**src/uart_pkg.sv**
```systemverilog
// ==================================================
// shared definitions for the multi-channel UART
// register offsets, receiver FSM states and the
// STATUS bit positions
// ==================================================

package uart_pkg;

    // register offset width per channel
    localparam int REG_AW = 4;                      // same as the single-UART bus

    // channel register map
    typedef enum logic [REG_AW-1:0] {
        REG_DATA   = 4'd0,                          // tx on write, rx byte on read
        REG_STATUS = 4'd1                           // flags, read clears errors
    } reg_addr_e;

    // receiver FSM
    typedef enum logic [1:0] {
        RX_IDLE,                                    // waiting for falling edge
        RX_START,                                   // confirm start bit at mid-bit
        RX_DATA,                                    // 8 data bits, lsb first
        RX_STOP                                     // stop bit check
    } rx_state_e;

    // STATUS byte layout
    localparam int STAT_TX_BUSY   = 0;              // frame in flight
    localparam int STAT_RX_VALID  = 1;              // unread byte in DATA
    localparam int STAT_OVERRUN   = 2;              // byte lost before read
    localparam int STAT_FRAME_ERR = 3;              // stop bit was low

endpackage
```
**src/uart_bus_if.sv**
```systemverilog
// ==================================================
// register bus of one UART channel
// strobes and write data from the decoder, read data
// back from the channel
// ==================================================

`timescale 1ns/1ns

interface uart_bus_if import uart_pkg::*; ();

    logic              en;                          // access strobe, one cycle
    logic              wr;                          // 1 = write, 0 = read
    logic [REG_AW-1:0] addr;                        // register offset
    logic [7:0]        wdata;
    logic [7:0]        rdata;                       // comb, addressed register

    // decoder side
    modport host (output en, wr, addr, wdata, input rdata);

    // read mux side, only looks at read data
    modport host_rd (input rdata);

    // channel side
    modport channel (input en, wr, addr, wdata, output rdata);

endinterface

```
**src/uart_multi.sv**
```systemverilog
// ==================================================
// multi-channel UART top level
// decoder, channel array and read data register
// ==================================================

`timescale 1ns/1ns

module uart_multi import uart_pkg::*; #(
    parameter  int NUM_CH       = 2,
    parameter  int CLKS_PER_BIT = 8,
    localparam int SEL_W        = (NUM_CH > 1) ? $clog2(NUM_CH) : 1
) (
    input  logic                    clk,
    input  logic                    arst_n,
    input  logic                    en,
    input  logic                    wr,
    input  logic [SEL_W+REG_AW-1:0] addr,           // channel index, then offset
    input  logic [7:0]              wdata,
    output logic [7:0]              rdata,
    input  logic [NUM_CH-1:0]       rx,
    output logic [NUM_CH-1:0]       tx
);

    uart_bus_if       ch_bus [NUM_CH] ();           // one bus per channel
    logic [SEL_W-1:0] sel;

    uart_bus_decode #(.NUM_CH(NUM_CH)) decode_i (
        .en(en), .wr(wr), .addr(addr), .wdata(wdata),
        .ch(ch_bus), .sel(sel)
    );

    for (genvar i = 0; i < NUM_CH; i++) begin : g_ch
        uart_channel #(.CLKS_PER_BIT(CLKS_PER_BIT)) channel_i (
            .clk(clk), .arst_n(arst_n), .bus(ch_bus[i]),
            .rx(rx[i]), .tx(tx[i])
        );
    end

    uart_read_mux #(.NUM_CH(NUM_CH)) read_mux_i (
        .clk(clk), .arst_n(arst_n), .ch(ch_bus), .sel(sel),
        .en(en), .wr(wr), .rdata(rdata)
    );

endmodule

```
**src/uart_read_mux.sv**
```systemverilog
// ==================================================
// host read data register
// captures the selected channel on a read strobe
// ==================================================

`timescale 1ns/1ns

module uart_read_mux #(
    parameter  int NUM_CH = 2,
    localparam int SEL_W  = (NUM_CH > 1) ? $clog2(NUM_CH) : 1
) (
    input  logic             clk,
    input  logic             arst_n,
    uart_bus_if.host_rd      ch [NUM_CH],
    input  logic [SEL_W-1:0] sel,
    input  logic             en,
    input  logic             wr,
    output logic [7:0]       rdata
);

    logic [7:0] ch_rdata [NUM_CH];                  // flattened interface view
    logic [7:0] rd_sel;

    for (genvar i = 0; i < NUM_CH; i++) begin : g_ch
        assign ch_rdata[i] = ch[i].rdata;
    end

    always_comb begin
        rd_sel = '0;                                // unused channel index reads 0
        for (int i = 0; i < NUM_CH; i++) begin
            if (sel == SEL_W'(i)) rd_sel = ch_rdata[i];
        end
    end

    always_ff @(posedge clk or negedge arst_n) begin
        if (!arst_n) rdata <= '0;
        else if (en && !wr) rdata <= rd_sel;        // held until next read
    end

endmodule

```
**src/uart_channel.sv**
```systemverilog
// ==================================================
// one UART channel
// DATA and STATUS registers, rx flags, tx and rx
// ==================================================

`timescale 1ns/1ns

module uart_channel import uart_pkg::*; #(
    parameter int CLKS_PER_BIT = 8
) (
    input  logic       clk,
    input  logic       arst_n,
    uart_bus_if.channel bus,
    input  logic       rx,
    output logic       tx
);

    reg_addr_e  reg_addr;
    logic       wr_data, rd_data, rd_stat;          // decoded accesses
    logic       tx_busy;
    logic       rx_done, rx_ferr;
    logic [7:0] rx_data;                            // live rx shifter
    logic [7:0] rx_byte;                            // DATA register
    logic       rx_valid, overrun, frame_err;
    logic [7:0] status;

    assign reg_addr = reg_addr_e'(bus.addr);
    assign wr_data  = bus.en &&  bus.wr && (reg_addr == REG_DATA);
    assign rd_data  = bus.en && !bus.wr && (reg_addr == REG_DATA);
    assign rd_stat  = bus.en && !bus.wr && (reg_addr == REG_STATUS);

    uart_tx #(.CLKS_PER_BIT(CLKS_PER_BIT)) tx_i (
        .clk(clk), .arst_n(arst_n),
        .start(wr_data && !tx_busy),                // write while busy is dropped
        .data(bus.wdata), .tx(tx), .busy(tx_busy)
    );

    uart_rx #(.CLKS_PER_BIT(CLKS_PER_BIT)) rx_i (
        .clk(clk), .arst_n(arst_n), .rx(rx),
        .data(rx_data), .done(rx_done), .frame_err(rx_ferr)
    );

    always_ff @(posedge clk or negedge arst_n) begin
        if (!arst_n) begin
            rx_valid  <= 1'b0;
            overrun   <= 1'b0;
            frame_err <= 1'b0;
        end else begin
            if (rd_stat) begin                      // read clears error flags
                overrun   <= 1'b0;
                frame_err <= 1'b0;
            end
            if (rx_done && rx_valid && !rd_data) overrun <= 1'b1;   // old byte lost
            if (rx_ferr) frame_err <= 1'b1;                         // set wins over clear
            if (rx_done) rx_valid <= 1'b1;
            else if (rd_data) rx_valid <= 1'b0;
        end
    end

    always_ff @(posedge clk) begin
        if (rx_done) rx_byte <= rx_data;            // bad frames keep the old byte
    end

    always_comb begin
        status                 = '0;
        status[STAT_TX_BUSY]   = tx_busy;
        status[STAT_RX_VALID]  = rx_valid;
        status[STAT_OVERRUN]   = overrun;
        status[STAT_FRAME_ERR] = frame_err;
        case (reg_addr)
            REG_DATA:   bus.rdata = rx_byte;
            REG_STATUS: bus.rdata = status;
            default:    bus.rdata = '0;             // unmapped offsets
        endcase
    end

endmodule

```
**src/uart_rx.sv**
```systemverilog
// ==================================================
// UART receiver, 8N1
// input synchronizer, mid-bit sampling, stop check
// ==================================================

`timescale 1ns/1ns

module uart_rx import uart_pkg::*; #(
    parameter int CLKS_PER_BIT = 8
) (
    input  logic       clk,
    input  logic       arst_n,
    input  logic       rx,
    output logic [7:0] data,
    output logic       done,                        // good frame, one cycle
    output logic       frame_err                    // low stop bit, one cycle
);

    localparam int CNT_W = (CLKS_PER_BIT > 1) ? $clog2(CLKS_PER_BIT) : 1;
    localparam int HALF  = CLKS_PER_BIT / 2;

    rx_state_e        state;
    logic             rx_meta;                      // first sync stage
    logic             rx_sync;                      // second sync stage
    logic             rx_prev;                      // for edge detect
    logic [CNT_W-1:0] clk_cnt;
    logic [2:0]       bit_idx;
    logic [7:0]       shift;                        // lsb arrives first
    logic             bit_end;                      // full bit period elapsed

    always_ff @(posedge clk or negedge arst_n) begin
        if (!arst_n) begin
            rx_meta <= 1'b1;
            rx_sync <= 1'b1;
            rx_prev <= 1'b1;
        end else begin
            rx_meta <= rx;
            rx_sync <= rx_meta;
            rx_prev <= rx_sync;
        end
    end

    assign bit_end = (clk_cnt == CNT_W'(CLKS_PER_BIT - 1));

    always_ff @(posedge clk or negedge arst_n) begin
        if (!arst_n) begin
            state     <= RX_IDLE;
            clk_cnt   <= '0;
            bit_idx   <= '0;
            done      <= 1'b0;
            frame_err <= 1'b0;
        end else begin
            done      <= 1'b0;
            frame_err <= 1'b0;
            clk_cnt   <= clk_cnt + CNT_W'(1);
            case (state)
                RX_IDLE: begin
                    clk_cnt <= '0;
                    if (rx_prev && !rx_sync) state <= RX_START;   // falling edge
                end
                RX_START: begin
                    if (clk_cnt == CNT_W'(HALF - 1)) begin
                        clk_cnt <= '0;                            // now at mid-bit
                        bit_idx <= '0;
                        state   <= rx_sync ? RX_IDLE : RX_DATA;   // drop glitches
                    end
                end
                RX_DATA: begin
                    if (bit_end) begin
                        clk_cnt <= '0;
                        bit_idx <= bit_idx + 3'd1;
                        if (bit_idx == 3'd7) state <= RX_STOP;
                    end
                end
                RX_STOP: begin
                    if (bit_end) begin
                        done      <= rx_sync;
                        frame_err <= !rx_sync;
                        state     <= RX_IDLE;                     // still mid stop bit
                    end
                end
                default: state <= RX_IDLE;
            endcase
        end
    end

    // payload shifter, no reset
    always_ff @(posedge clk) begin
        if (state == RX_DATA && bit_end) shift <= {rx_sync, shift[7:1]};
    end

    assign data = shift;

endmodule

```
**src/uart_tx.sv**
```systemverilog
// ==================================================
// UART transmitter, 8N1
// one frame per start strobe, fixed bit period
// ==================================================

`timescale 1ns/1ns

module uart_tx #(
    parameter int CLKS_PER_BIT = 8
) (
    input  logic       clk,
    input  logic       arst_n,
    input  logic       start,                       // ignored while busy
    input  logic [7:0] data,
    output logic       tx,
    output logic       busy
);

    localparam int CNT_W = (CLKS_PER_BIT > 1) ? $clog2(CLKS_PER_BIT) : 1;

    logic [9:0]       shift;                        // stop, data, start
    logic [CNT_W-1:0] clk_cnt;                      // cycles within a bit
    logic [3:0]       bit_cnt;                      // bits sent, 0..9

    always_ff @(posedge clk or negedge arst_n) begin
        if (!arst_n) begin
            shift   <= '1;                          // line idles high
            clk_cnt <= '0;
            bit_cnt <= '0;
            busy    <= 1'b0;
        end else if (start && !busy) begin
            shift   <= {1'b1, data, 1'b0};          // start bit goes out next cycle
            clk_cnt <= '0;
            bit_cnt <= '0;
            busy    <= 1'b1;
        end else if (busy) begin
            if (clk_cnt == CNT_W'(CLKS_PER_BIT - 1)) begin
                clk_cnt <= '0;
                shift   <= {1'b1, shift[9:1]};      // refill with idle level
                if (bit_cnt == 4'd9) begin
                    busy <= 1'b0;                   // end of stop bit
                end else begin
                    bit_cnt <= bit_cnt + 4'd1;
                end
            end else begin
                clk_cnt <= clk_cnt + CNT_W'(1);
            end
        end
    end

    assign tx = shift[0];                           // straight from a flop

endmodule

```
**src/uart_bus_decode.sv**
```systemverilog
// ==================================================
// host address decoder
// channel select from the upper address bits, the
// register offset goes to every channel
// ==================================================

`timescale 1ns/1ns

module uart_bus_decode import uart_pkg::*; #(
    parameter  int NUM_CH = 2,
    localparam int SEL_W  = (NUM_CH > 1) ? $clog2(NUM_CH) : 1
) (
    input  logic                    en,
    input  logic                    wr,
    input  logic [SEL_W+REG_AW-1:0] addr,
    input  logic [7:0]              wdata,
    uart_bus_if.host                ch [NUM_CH],
    output logic [SEL_W-1:0]        sel
);

    logic [SEL_W-1:0]  ch_idx;                      // upper address bits
    logic [REG_AW-1:0] reg_off;                     // lower address bits

    assign ch_idx  = addr[SEL_W+REG_AW-1:REG_AW];
    assign reg_off = addr[REG_AW-1:0];
    assign sel     = ch_idx;                        // read mux picks this one

    for (genvar i = 0; i < NUM_CH; i++) begin : g_ch
        // en only reaches the addressed channel
        assign ch[i].en    = en && (ch_idx == SEL_W'(i));
        assign ch[i].wr    = wr;                    // broadcast
        assign ch[i].addr  = reg_off;
        assign ch[i].wdata = wdata;
    end

endmodule

```
**config.mk**
```make
export PLATFORM = sky130hd
export DESIGN_NAME = uart_multi
export DESIGN_NICKNAME = d
export VERILOG_FILES = /design/src/uart_pkg.sv /design/src/uart_bus_if.sv /design/src/uart_multi.sv /design/src/uart_read_mux.sv /design/src/uart_channel.sv /design/src/uart_rx.sv /design/src/uart_tx.sv /design/src/uart_bus_decode.sv
export SDC_FILE = /design/constraint.sdc
export NUM_CORES = 1
export LEC_CHECK = 0
export CAP_MARGIN = 20
export CORE_ASPECT_RATIO = 1.4
export CORE_MARGIN = 4
export CORE_UTILIZATION = 30
export DETAILED_ROUTE_END_ITERATION = 8
export DONT_BUFFER_PORTS = 1
export GPL_TIMING_DRIVEN = 1
export PLACE_DENSITY = 0.45
export SLEW_MARGIN = 25
export SYNTH_ARGS = -nofsm -noshare
export SYNTH_HDL_FRONTEND = slang
export SYNTH_SLANG_ARGS = --single-unit
```
**constraint.sdc**
```tcl
create_clock -name clk -period 3 [get_ports clk]
set_clock_uncertainty 0.2 [all_clocks]
set_input_delay 0.6 -clock clk [delete_from_list [all_inputs] [get_ports clk]]
set_output_delay 0.6 -clock clk [all_outputs]
set_load 0.02 [all_outputs]
```
### Word-level counts from Yosys, hierarchy flattened

Cells that the tools add are included.

* logic and storage cells: 203
* output and inout port bits: 10
* register bits: 108

* $add $sub $neg: 8
* muxes and demuxes: 75
* bitwise logic cells: 1
* eq/ne operators: 29
* reduce and logical (&&, ||, !) cells: 55

Operators with widths (number)
* $mux 10: 6
* $mux 3: 14
* $mux 4: 8
* $pmux 8 s2: 2
* $mux 1: 26
* $logic_and 1x1->1: 25
* $mux 2: 12
* $ne 2x2->1 const B: 12
* $reduce_bool 2->1: 12
* $add 3x1->3 const B: 6
* $eq 3x3->1 const B: 6
* $pmux 3 s3: 2
* $pmux 2 s4: 2
* $pmux 3 s2: 2
* $reduce_and 3->1: 4
* $reduce_and 5->1: 2
* $add 4x1->4 const B: 2
* $eq 2x2->1 const B: 4
* $eq 4x4->1 const B: 2
* $mux 8: 1
* $logic_not 1->1: 7
* $eq 3x2->1 const B: 2
* $eq 2x1->1 const B: 2
* $eq 4x1->1 const B: 1
* other kinds (4): 6

### Longest topological paths before layout

Gate-level depths: netlist of run 1.

* word-level depth: 8
* depth in mapped cells: 6
* depth with buffers taken out: 5

### Hierarchy

From an unflattened synthesis of run 1, not the netlist that was laid out.

* cells, all modules: 398
* area total of the unflattened synthesis: 5012.3 um^2

By module, submodules not included
* uart_channel: area an instance 469.2 um^2, times used 2, sequential area each 315.3 um^2, cells each 28
* uart_tx at g_ch[0].channel_i.tx_i: area an instance 862.1 um^2, times used 1, sequential area each 436.7 um^2, cells each 84
* uart_tx at g_ch[1].channel_i.tx_i: area an instance 848.3 um^2, times used 1, sequential area each 436.7 um^2, cells each 83
* uart_rx at g_ch[0].channel_i.rx_i: area an instance 842.1 um^2, times used 1, sequential area each 569.3 um^2, cells each 59
* uart_rx at g_ch[1].channel_i.rx_i: area an instance 839.6 um^2, times used 1, sequential area each 569.3 um^2, cells each 60
* uart_read_mux: area an instance 462.9 um^2, times used 1, sequential area each 200.2 um^2, cells each 27
* uart_bus_decode: area an instance 219.0 um^2, times used 1, sequential area each 0.0 um^2, cells each 29

### Least setup slack after synthesis of run 1

Ideal clock, no wire load.

* kind: input to register
* start: input addr[1]
* end: register g_ch[0].channel_i.tx_i.shift[4]
* slack: 902 ps
* data required time: 2738 ps
* arrival: 1836 ps
* stages: 5
* path through: or4_4 -> buf_6 -> nor4_4 -> buf_6 -> a221o_1

* longest elaborated chain between the ends: 6

Ends and longest elaborated chain
* from (decl): RTL line uart_multi.sv:17 `input logic [SEL_W+REG_AW-1:0] addr,`
* $logic_not 4->1 *: RTL line uart_channel.sv:28 `assign wr_data = bus.en && bus.wr && (reg_addr == REG_DATA);`
* $logic_and 1x1->1 *: RTL line uart_channel.sv:28
* $logic_and 1x1->1 *: RTL line uart_channel.sv:34 `.start(wr_data && !tx_busy),`
* $logic_and 1x1->1 *: RTL line uart_tx.sv:31 `end else if (start && !busy) begin`
* $reduce_bool 2->1 (no source line)
* $reduce_and 2->1 (no source line)
* to (signal assigned): RTL line uart_tx.sv:32 `shift <= {1'b1, data, 1'b0};`
* to (signal assigned): RTL line uart_tx.sv:39 `shift <= {1'b1, shift[9:1]};`
* to (decl): RTL line uart_tx.sv:21 `logic [9:0] shift;`

Every way passes the cells marked *; elsewhere a longest branch is shown, timed or not.
A chain may end at the register's enable or synchronous reset.

### Final worst setup path of run 1

* start: register g_ch[0].channel_i.tx_i.clk_cnt[0]
* end: register g_ch[0].channel_i.tx_i.shift[2]

* longest elaborated chain between the ends: 3

Ends and longest elaborated chain
* from (decl): RTL line uart_tx.sv:22 `logic [CNT_W-1:0] clk_cnt;`
* from (signal assigned): RTL line uart_tx.sv:46 `clk_cnt <= clk_cnt + CNT_W'(1);`
* $eq 3x3->1: RTL line uart_tx.sv:37 `if (clk_cnt == CNT_W'(CLKS_PER_BIT - 1)) begin`
* $reduce_bool 2->1 (no source line)
* $reduce_and 2->1 (no source line)

Every way passes these cells.

==> results of run 1 <==
-- cell usage after synthesis (2+ instances only) --
library cell	number	area (µm²)
dfrtp_1	50	1250
edfxtp_1	32	961
nand2_1	31	116
dfstp_2	24	631
ha_1	23	288
a21oi_1	20	100
mux2i_1	18	180
nor2_1	17	63.8
o21ai_0	15	75.1
and3_1	12	75.1
a221o_1	11	110
clkbuf_1	11	41.3
inv_1	11	41.3
nand2b_1	10	62.6
nand3_1	10	50.1
nor2b_1	8	50.1
or3_1	7	43.8
o31ai_1	6	45.0
a21o_1	4	30.0
o221ai_1	4	35.0
o22ai_1	4	25.0
a221o_2	3	33.8
a22o_1	3	26.3
and2_1	3	18.8
nand3b_1	3	22.5
a31oi_1	2	12.5
a32oi_1	2	17.5
and3b_1	2	17.5
buf_4	2	15.0
buf_6	2	22.5
nor3_1	2	10.0
-- area by class of cell --
class / count / share of cell area [%]
multi-input combinational: 238 / 32.6
tap: 192 / 4.66
timing repair buffer: 6 / 1.31
inverter: 11 / 0.802
clock inverter: 5 / 0.534
sequential: 106 / 55.2
clock buffer: 11 / 4.93
-- worst max-delay path by stage --
stage	startpoint	end	cells after the start
detailed placement	addr[1]	g_ch[0].channel_i.tx_i.shift[2]	3
global route	g_ch[0].channel_i.tx_i.clk_cnt[0]	g_ch[0].channel_i.tx_i.shift[2]	5
global placement	addr[1]	g_ch[0].channel_i.tx_i.shift[1]	3
floorplan	addr[1]	g_ch[0].channel_i.tx_i.shift[4]	5
CTS	g_ch[0].channel_i.tx_i.clk_cnt[0]	g_ch[0].channel_i.tx_i.shift[2]	5
finish	g_ch[0].channel_i.tx_i.clk_cnt[0]	g_ch[0].channel_i.tx_i.shift[2]	5
-- worst max-delay path: cells and delay by family, from the launching register on --
family	cells	cell delay [ns]
compound gates	2	0.72
fa+ha+maj	2	0.50
flops	1	0.40
simple gates	1	0.26
-- state kept, by name, indices dropped and copies added, names as in the netlist, 6 cells and up, named ones only --
| signal | count |
|---|---|
| g_ch.channel_i.rx_i.clk_cnt | 6 |
| read_mux_i.rdata | 8 |
| g_ch.channel_i.rx_i.data | 16 |
| g_ch.channel_i.tx_i.bit_cnt | 8 |
| g_ch.channel_i.rx_byte | 16 |
| g_ch.channel_i.rx_i.bit_idx | 6 |
| g_ch.channel_i.tx_i.shift | 18 |
| g_ch.channel_i.tx_i.clk_cnt | 6 |
-- cell usage in the layout (no fill, tap or decap), drive strengths merged, types with 12 or more instances in the layout --
cell type,synthesis,final
dfrtp,50,50
edfxtp,32,32
nand2,31,31
dfstp,24,24
ha,23,23
a21oi,20,20
mux2i,18,18
nor2,17,17
o21ai,15,15
a221o,14,14
and3,12,12
-- power by group --
group | switching, µW | internal [µW]
clock network | 509 | 607
registers | 298 | 1880
logic | 371 | 386
-- cell families after synthesis --
logic type	count (synthesis)
simple gates	115
mux	18
compound gates	82
fa+ha+maj	23
buf+inv	28
flops	106
-- per-layer routing --
layer | vias to the layer above | share of wire, % | global-route usage (%)
li1 | 1368 | - | -
met1 | 1376 | 41 | 12.8
met2 | 44 | 52 | 18.9
met3 | 14 | 4.9 | 3.07
met4 | 0 | 2.3 | 5.15
met5 | - | 0 | 0
-- through the flow --
stage               instance area (µm²)  utilization [%]
floorplan                          4640                -
global placement                   4830             32.0
detailed placement                 4830             32.0
CTS                                5150             34.1
global route                       5150             34.1
finish                             5150             34.1
-- timing repair --
action / in CTS / in global routing
hold buffers: 2 / 0
setup buffers: 0 / 0
hold endpoints to repair: 74 / 0
==> metrics.txt, run 1 <==
H-tree depth=3; first-pass GRT wire length=15200 µm; crit path max-delay cell type=a21oi_1; nature of the critical path endpoint=flip-flop; Synth Cell Area=4640 µm²; clk slew on worst S/H paths=0.07 ns; Sink Count=106; Core Area=15100 µm²; hold path depth=0; Worst Hold Launch=rx[1]; initial antenna violation count=0; DR iter-0 viols=169; height of the chip=155 µm; Routed WL=9140 µm; Total GRT Usage=11.1%; critical setup path kind=reg -> reg; final worst slack=0.858 ns; number of CTS-inserted buffers=9; ant diodes=0; fin. max-slew vios=0; dominant synthesized flop cell=dfrtp_1; DP Wirelength=6300 µm; VDD IR max=297 µV; register area=2840 µm²; FF-to-FF Start=g_ch[0].channel_i.tx_i.clk_cnt[0]; mux contribution to synthesized area=3.88%; worst reg2reg endpoint=g_ch[0].channel_i.tx_i.shift[2]; synth warn=0; minimum clock period after layout=2.14 ns; ANT nets after route=0; CP Launch Type=flip-flop; CP most frequent cell=ha_1; Post-Syn Instances=372; drt via density=4.92; largest net degree at the start of global routing=75; status=complete, no violations; dpl ws=0.608 ns; Starting Density=30.7%; layout net count=414; worst skew pair latency=0.35 ns; Hold WS=0.0512 ns; slew margin rel.=51.5%; Final TNS setup=0 ns; vias in the first global route=2940; Multi-input gate area=1680 µm²; Post-CTS Resized=0; via count=2802; port buffer count=0; Max Fanout on Critical Path=11; Finished Layout Cells=569; width of the chip=113 µm; grt total ovfl=0; part of the cycle the worst path needs=71.4%; compound-cell area share of the yosys netlist=12.4%; RSZ-0062 raised after global routing=false; Row Count=53; Area Growth Syn to Fin=10.9%; Post-synth ARST share=69.8%; number of synthesized register bits=106; Unique masters post-synth=51; # IOs=29; DP Cell Count=551; crit path cell chain=ha_1, ha_1, and2_1, a21oi_1, a221o_2; drt first pass iters=4; PwrDens=786 nW/µm²; Hold Path Sink=g_ch[1].channel_i.rx_i.rx_meta; fmax=0.467 GHz; sequential-to-total area share from yosys stat=61.2%; worst reg-to-reg path cell count=5; post-synthesis simple-gate area fraction=13.5%; Worst-Margin Slew=0.728 ns; max cap viols=0; final setup fails=0; endpoints failing hold=0; die area=17600 µm²; total power=4050 µW; post-synthesis average cell area=12.5 µm²; CP peak stage delay=0.46 ns; CTS Root Cell=clkbuf_16; Lkg Pwr=0.00215 µW; layout cell share with drive strength beyond 1=13.3%; syn_nets=414; worst min path class=in -> reg; XOR/XNOR Fraction of Synth Area=0%; synthesized-area fraction occupied by adder cells=6.20%; clk buf depth=2; WP data arrival=2.23 ns; largest family of logic cells by synthesized area=simple AND/OR/NAND/NOR gates; Post-synth EDFFs=32; GP Congestion=0.731; drc violations=0; Req. time, crit path=3.09 ns; fill count=1501; CTS tree=done; Register-to-Register Setup Slack=0.86 ns; DR WL/cell=16.1 µm
No activity file was read; power rests on OpenSTA's default activity.
==> run 2, diff against run 1 <==
==> constraint.sdc (replaced) <==
create_clock -name clk -period 1.99 [get_ports clk]
set_clock_uncertainty 0.2 [all_clocks]
set_input_delay 0.398 -clock clk [delete_from_list [all_inputs] [get_ports clk]]
set_output_delay 0.398 -clock clk [all_outputs]
set_load 0.02 [all_outputs]
==> run 2 against run 1 <==
Net effect: the run now ends with hold timing left; via count grew 2.9%; non-clock buffer count rose by 19; final cell count rose by 3.3%; flip-flop and latch count unchanged; worst setup slack got worse by 0.67 ns; hold slack worse by 0.52 ns; utilization rose by 1.3 points; sequential share of layout area down 2.0 points; total power is 55% higher; fmax increased by 19%; critical endpoint is now g_ch[1].channel_i.tx_i.shift[2].
==> metrics.txt, run 2 (synthesis results as in run 1) <==
WP data arrival=1.90 ns; Routed WL=9310 µm; # IOs=29; # hold bufs at CTS=11; worst min path class=in -> async; Req. time, crit path=2.08 ns; status=finished with violations; post-route cell area=5350 µm²; Total GRT Usage=11.3%; Max Fanout on Critical Path=8; DR WL/cell=15.8 µm; layout net count=433; die area=17600 µm²; initial antenna violation count=0; clk buf depth=2; fmax=0.555 GHz; drc violations=0; top cell family by delay on the critical path=adder cells; crit path max-delay cell type=dfrtp_1; Final TNS setup=0 ns; via count=2884; Largest Register=g_ch.channel_i.tx_i.shift; largest net degree at the start of global routing=75; width of the chip=113 µm; CTS Root Cell=clkbuf_16; failing checks=hold timing; GP Congestion=0.701; Sink Count=106; CTS tree=done; part of the cycle the worst path needs=90.6%; slew margin rel.=65.3%; drt first pass iters=4; Core Area=15100 µm²; vias in the first global route=3079; Starting Density=30.7%; first-pass GRT wire length=15500 µm; fill count=1476; RSZ-0062 raised after global routing=false; H-tree depth=3; Worst-Margin Slew=0.521 ns; nature of the critical path endpoint=flip-flop; CP peak stage delay=0.39 ns; DP Wirelength=6260 µm; Row Count=53; Lkg Pwr=0.00225 µW; VDD IR max=510 µV; max cap viols=0; ant diodes=0; fin. max-slew vios=0; layout cell share with drive strength beyond 1=16.7%; endpoints failing hold=74; CP Launch Type=flip-flop; worst skew pair latency=0.35 ns; Area Growth Syn to Fin=15.2%; height of the chip=155 µm; critical setup path kind=reg -> reg; Worst Path Buf+Inv=0; clk slew on worst S/H paths=0.07 ns; DR iter-0 viols=228; Placed Area=4920 µm²; port buffer count=0; ANT nets after route=0; max reg flops=18; CP most frequent cell=ha_1; final setup fails=0; most frequent cells in the layout=50 x dfrtp_1, 32 x edfxtp_1, 30 x nand2_1, 24 x dfstp_2, 23 x ha_1; crit path cell chain=ha_1, ha_1, and2_1, a21oi_2, a221o_1; number of CTS-inserted buffers=9; drt via density=4.90; minimum clock period after layout=1.80 ns; PwrDens=1170 nW/µm²; Hold WS=-0.467 ns; grt total ovfl=0; fin util=35.4%; most common cell after layout, fill and taps aside=dfrtp_1
run 2: changes by cell type in the layout (fill, tap and decap cells not counted), sizes merged:
| cell | change |
|---|---|
| clkinvlp | +1 |
| dlygate4sd3 | +10 |
| inv | +1 |
| clkinv | -1 |
| buf | +9 |
| clkbuf | -2 |
| bufinv | +1 |
run 2: report_power, final:
group	switching, µW	internal (µW)
logic	572	624
registers	420	2830
clock network	838	985
run 2: worst paths after layout:
path,startpoint,end,slack (ns),cells past startpoint
max,g_ch[1].channel_i.tx_i.clk_cnt[0],g_ch[1].channel_i.tx_i.shift[2],0.19,5
min,arst_n,g_ch[0].channel_i.tx_i.bit_cnt[3],-0.47,0
max reg2reg,g_ch[1].channel_i.tx_i.clk_cnt[0],g_ch[1].channel_i.tx_i.shift[2],0.19,5
min reg2reg,g_ch[0].channel_i.rx_i.rx_meta,g_ch[0].channel_i.rx_i.rx_sync,0.16,0
max in group asynchronous,arst_n,g_ch[1].channel_i.tx_i.shift[0],1.85,0
min in group clk,addr[4],g_ch[1].channel_i.rx_valid,0.03,2
run 2: through the flow:
step | cells | power (µW) | hold WS (ns) | worst slack [ns]
after global placement | 561 | 4440 | -0.0959 | 0.0815
after detailed placement | 561 | 4480 | -0.0957 | 0.0419
after floorplan | 372 | 4170 | -0.0976 | 0.0942
after CTS | 588 | 6370 | -0.482 | 0.0194
final | 588 | 6270 | -0.467 | 0.187
after global routing | 588 | 6750 | -0.494 | 0.0444
run 2: layout make-up:
cell class	instances	area, µm²	share of cell area (%)
Sequential cell	106	2840	53.1
Clock buffer	9	225	4.21
Multi-Input combinational cell	238	1690	31.6
Tap cell	192	240	4.49
Inverter	11	41.3	0.772
Timing Repair Buffer	25	228	4.26
Clock inverter	7	78.8	1.47
run 2: layer usage:
layer,track usage (%),vias up,part of all wire [%]
li1,-,1407,-
met1,13.2,1417,43
met2,18.9,45,49
met3,3.46,15,4.9
met4,4.93,0,2.4
met5,0,-,0
run 2: worst register-to-register path, stage by stage (launching register included):
cell	delay [ns]
dfrtp_1	0.39
ha_1	0.20
ha_1	0.29
and2_1	0.24
a21oi_2	0.23
a221o_1	0.20
run 2: what timing repair did:
action	4_1_cts	5_1_grt
setup endpoints to repair	0	13
endpoints found under the hold margin	93	74
buffers inserted	0	0
gates resized for setup	0	3
==> run 3, diff against run 2 <==
--- a/config.mk
+++ b/config.mk
@@ -8,11 +8,11 @@
 export CAP_MARGIN = 20
 export CORE_ASPECT_RATIO = 1.4
 export CORE_MARGIN = 4
-export CORE_UTILIZATION = 30
+export CORE_UTILIZATION = 35
 export DETAILED_ROUTE_END_ITERATION = 8
 export DONT_BUFFER_PORTS = 1
 export GPL_TIMING_DRIVEN = 1
-export PLACE_DENSITY = 0.45
+export PLACE_DENSITY = 0.5
 export SLEW_MARGIN = 25
 export SYNTH_ARGS = -nofsm -noshare
 export SYNTH_HDL_FRONTEND = slang
==> constraint.sdc (replaced) <==
create_clock -name clk -period 1.99 [get_ports clk]
set_clock_uncertainty 0.2 [all_clocks]
set_input_delay 0.398 -clock clk [delete_from_list [all_inputs] [get_ports clk]]
set_output_delay 0.398 -clock clk [all_outputs]
set_load 0.005 [all_outputs]
==> run 3 against run 2 <==
Net effect: fmax is 2.7% lower; routed wire length is 1.3% lower; combinational power barely moved; sequential power is 1% lower; register-to-register slack got worse by 0.05 ns; die area shrank 13%; hold slack gained 0.0073 ns; critical path depth is the same; utilization up 5.8 points; the flow still finishes with violations (hold timing).
==> metrics.txt, run 3 (synthesis results as in run 1) <==
first-pass GRT wire length=15400 µm; final setup fails=0; Lkg Pwr=0.00225 µW; critical setup path kind=reg -> reg; Max Fanout on Critical Path=9; H-tree depth=3; VDD IR max=411 µV; Worst-Margin Slew=0.549 ns; drt via density=5.01; Sink Count=106; minimum clock period after layout=1.85 ns; initial antenna violation count=0; max cap viols=0; status=finished with violations; DR WL/cell=16.0 µm; Routed WL=9190 µm; port buffer count=0; GP Congestion=0.732; ANT nets after route=0; worst min path class=in -> async; part of the cycle the worst path needs=93.1%; CTS Root Cell=clkbuf_16; drt first pass iters=4; WP data arrival=1.93 ns; DR iter-0 viols=82; fin. max-slew vios=0; register area=2840 µm²; endpoints failing hold=74; # IOs=29; Core Area=12900 µm²; ant diodes=0; drc violations=0; Area Growth Syn to Fin=14.6%; Final TNS setup=0 ns; PwrDens=1160 nW/µm²; Hold WS=-0.460 ns; nature of the critical path endpoint=flip-flop; Req. time, crit path=2.07 ns; fmax=0.540 GHz; RSZ-0062 raised after global routing=false; worst skew pair latency=0.35 ns; largest net degree at the start of global routing=75; Total GRT Usage=13.1%; clk buf depth=2; CTS tree=done; number of CTS-inserted buffers=9; failing checks=hold timing; layout cell share with drive strength beyond 1=15.6%; max reg flops=18; layout net count=434; die area=15200 µm²; vias in the first global route=3060; most frequent cells in the layout=50 x dfrtp_1, 32 x edfxtp_1, 31 x nand2_1, 24 x dfstp_2, 23 x ha_1; Largest Register=g_ch.channel_i.tx_i.shift; width of the chip=105 µm; fill count=1202; via count=2879; grt total ovfl=0; most common cell after layout, fill and taps aside=dfrtp_1; DP Wirelength=6170 µm; Multi-input gate area=1690 µm²; slew margin rel.=62.9%; clk slew on worst S/H paths=0.07 ns; Row Count=49; CP Launch Type=flip-flop; Starting Density=35.9%; height of the chip=144 µm
[run 3: cell count changes in the layout (fill, tap and decap cells not counted)]
cell	delta
clkbuf_1	+2
clkinv_1	+1
clkinv_2	+1
clkinv_4	-2
clkinvlp_4	-2
dlygate4sd3_1	+1
nand2_1	+1
nand2_2	-1
[run 3: path summary, 6_finish.rpt]
check                                                        from                           endpoint  slack [ns]  cells after the start
worst min register to register     g_ch[0].channel_i.rx_i.rx_meta     g_ch[0].channel_i.rx_i.rx_sync        0.16                      0
min in group clk                                          addr[4]         g_ch[1].channel_i.rx_valid        0.05                      2
worst min-delay path                                       arst_n  g_ch[1].channel_i.rx_i.bit_idx[0]       -0.46                      0
worst max-delay path            g_ch[1].channel_i.tx_i.clk_cnt[0]  g_ch[1].channel_i.tx_i.bit_cnt[3]        0.14                      5
worst max register to register  g_ch[1].channel_i.tx_i.clk_cnt[0]  g_ch[1].channel_i.tx_i.bit_cnt[3]        0.14                      5
max in group asynchronous                                  arst_n    g_ch[1].channel_i.tx_i.shift[4]        1.86                      0
[run 3: layout make-up]
cell class	instances	area share (%)
flip-flops and latches	106	53.4
multi-input cells	238	31.8
repair buffers	26	4.47
clock buffers	11	4.37
well taps	178	4.18
clock inverters	5	1.03
inverters	11	0.776
[run 3: per-layer routing]
metal  up-vias  routed length (µm)  global-route usage, %
li1       1406                   -                      -
met1      1415                3900                   15.1
met2        45                4750                   23.2
met3        13                 331                   2.64
met4         0                 210                   6.63
met5         -                   0                      0
[run 3: worst max-delay path: stages (launching register included)]
cell and delay, ns:
dfrtp_1 0.38, ha_1 0.16, ha_1 0.27, nand2_1 0.23
or3_1 0.40, a21oi_1 0.14
[run 3: repair_timing]
item / CTS / global route
hold buffers: 11 / 1
setup endpoints to repair: 0 / 12
hold endpoints to repair: 92 / 75
buffers inserted: 0 / 0
resized for setup: 0 / 2
[run 3: power by group]
group          internal (µW)  switching [µW]
combinational            622             578
clock                    975             779
sequential              2830             383
total                   4430            1740
[run 3: through the flow]
| stage | cells | setup slack [ns] | area [µm²] | util [%] | total power, µW |
|---|---|---|---|---|---|
| after floorplan | 372 | 0.0942 | 4650 | - | 4140 |
| after global placement | 547 | 0.112 | 4910 | 37.9 | 4390 |
| after detailed placement | 547 | 0.0611 | 4910 | 37.9 | 4450 |
| after CTS | 574 | 0.0411 | 5310 | 41.0 | 6270 |
| after global routing | 575 | 0.0227 | 5320 | 41.1 | 6610 |
| final | 575 | 0.137 | 5320 | 41.1 | 6170 |
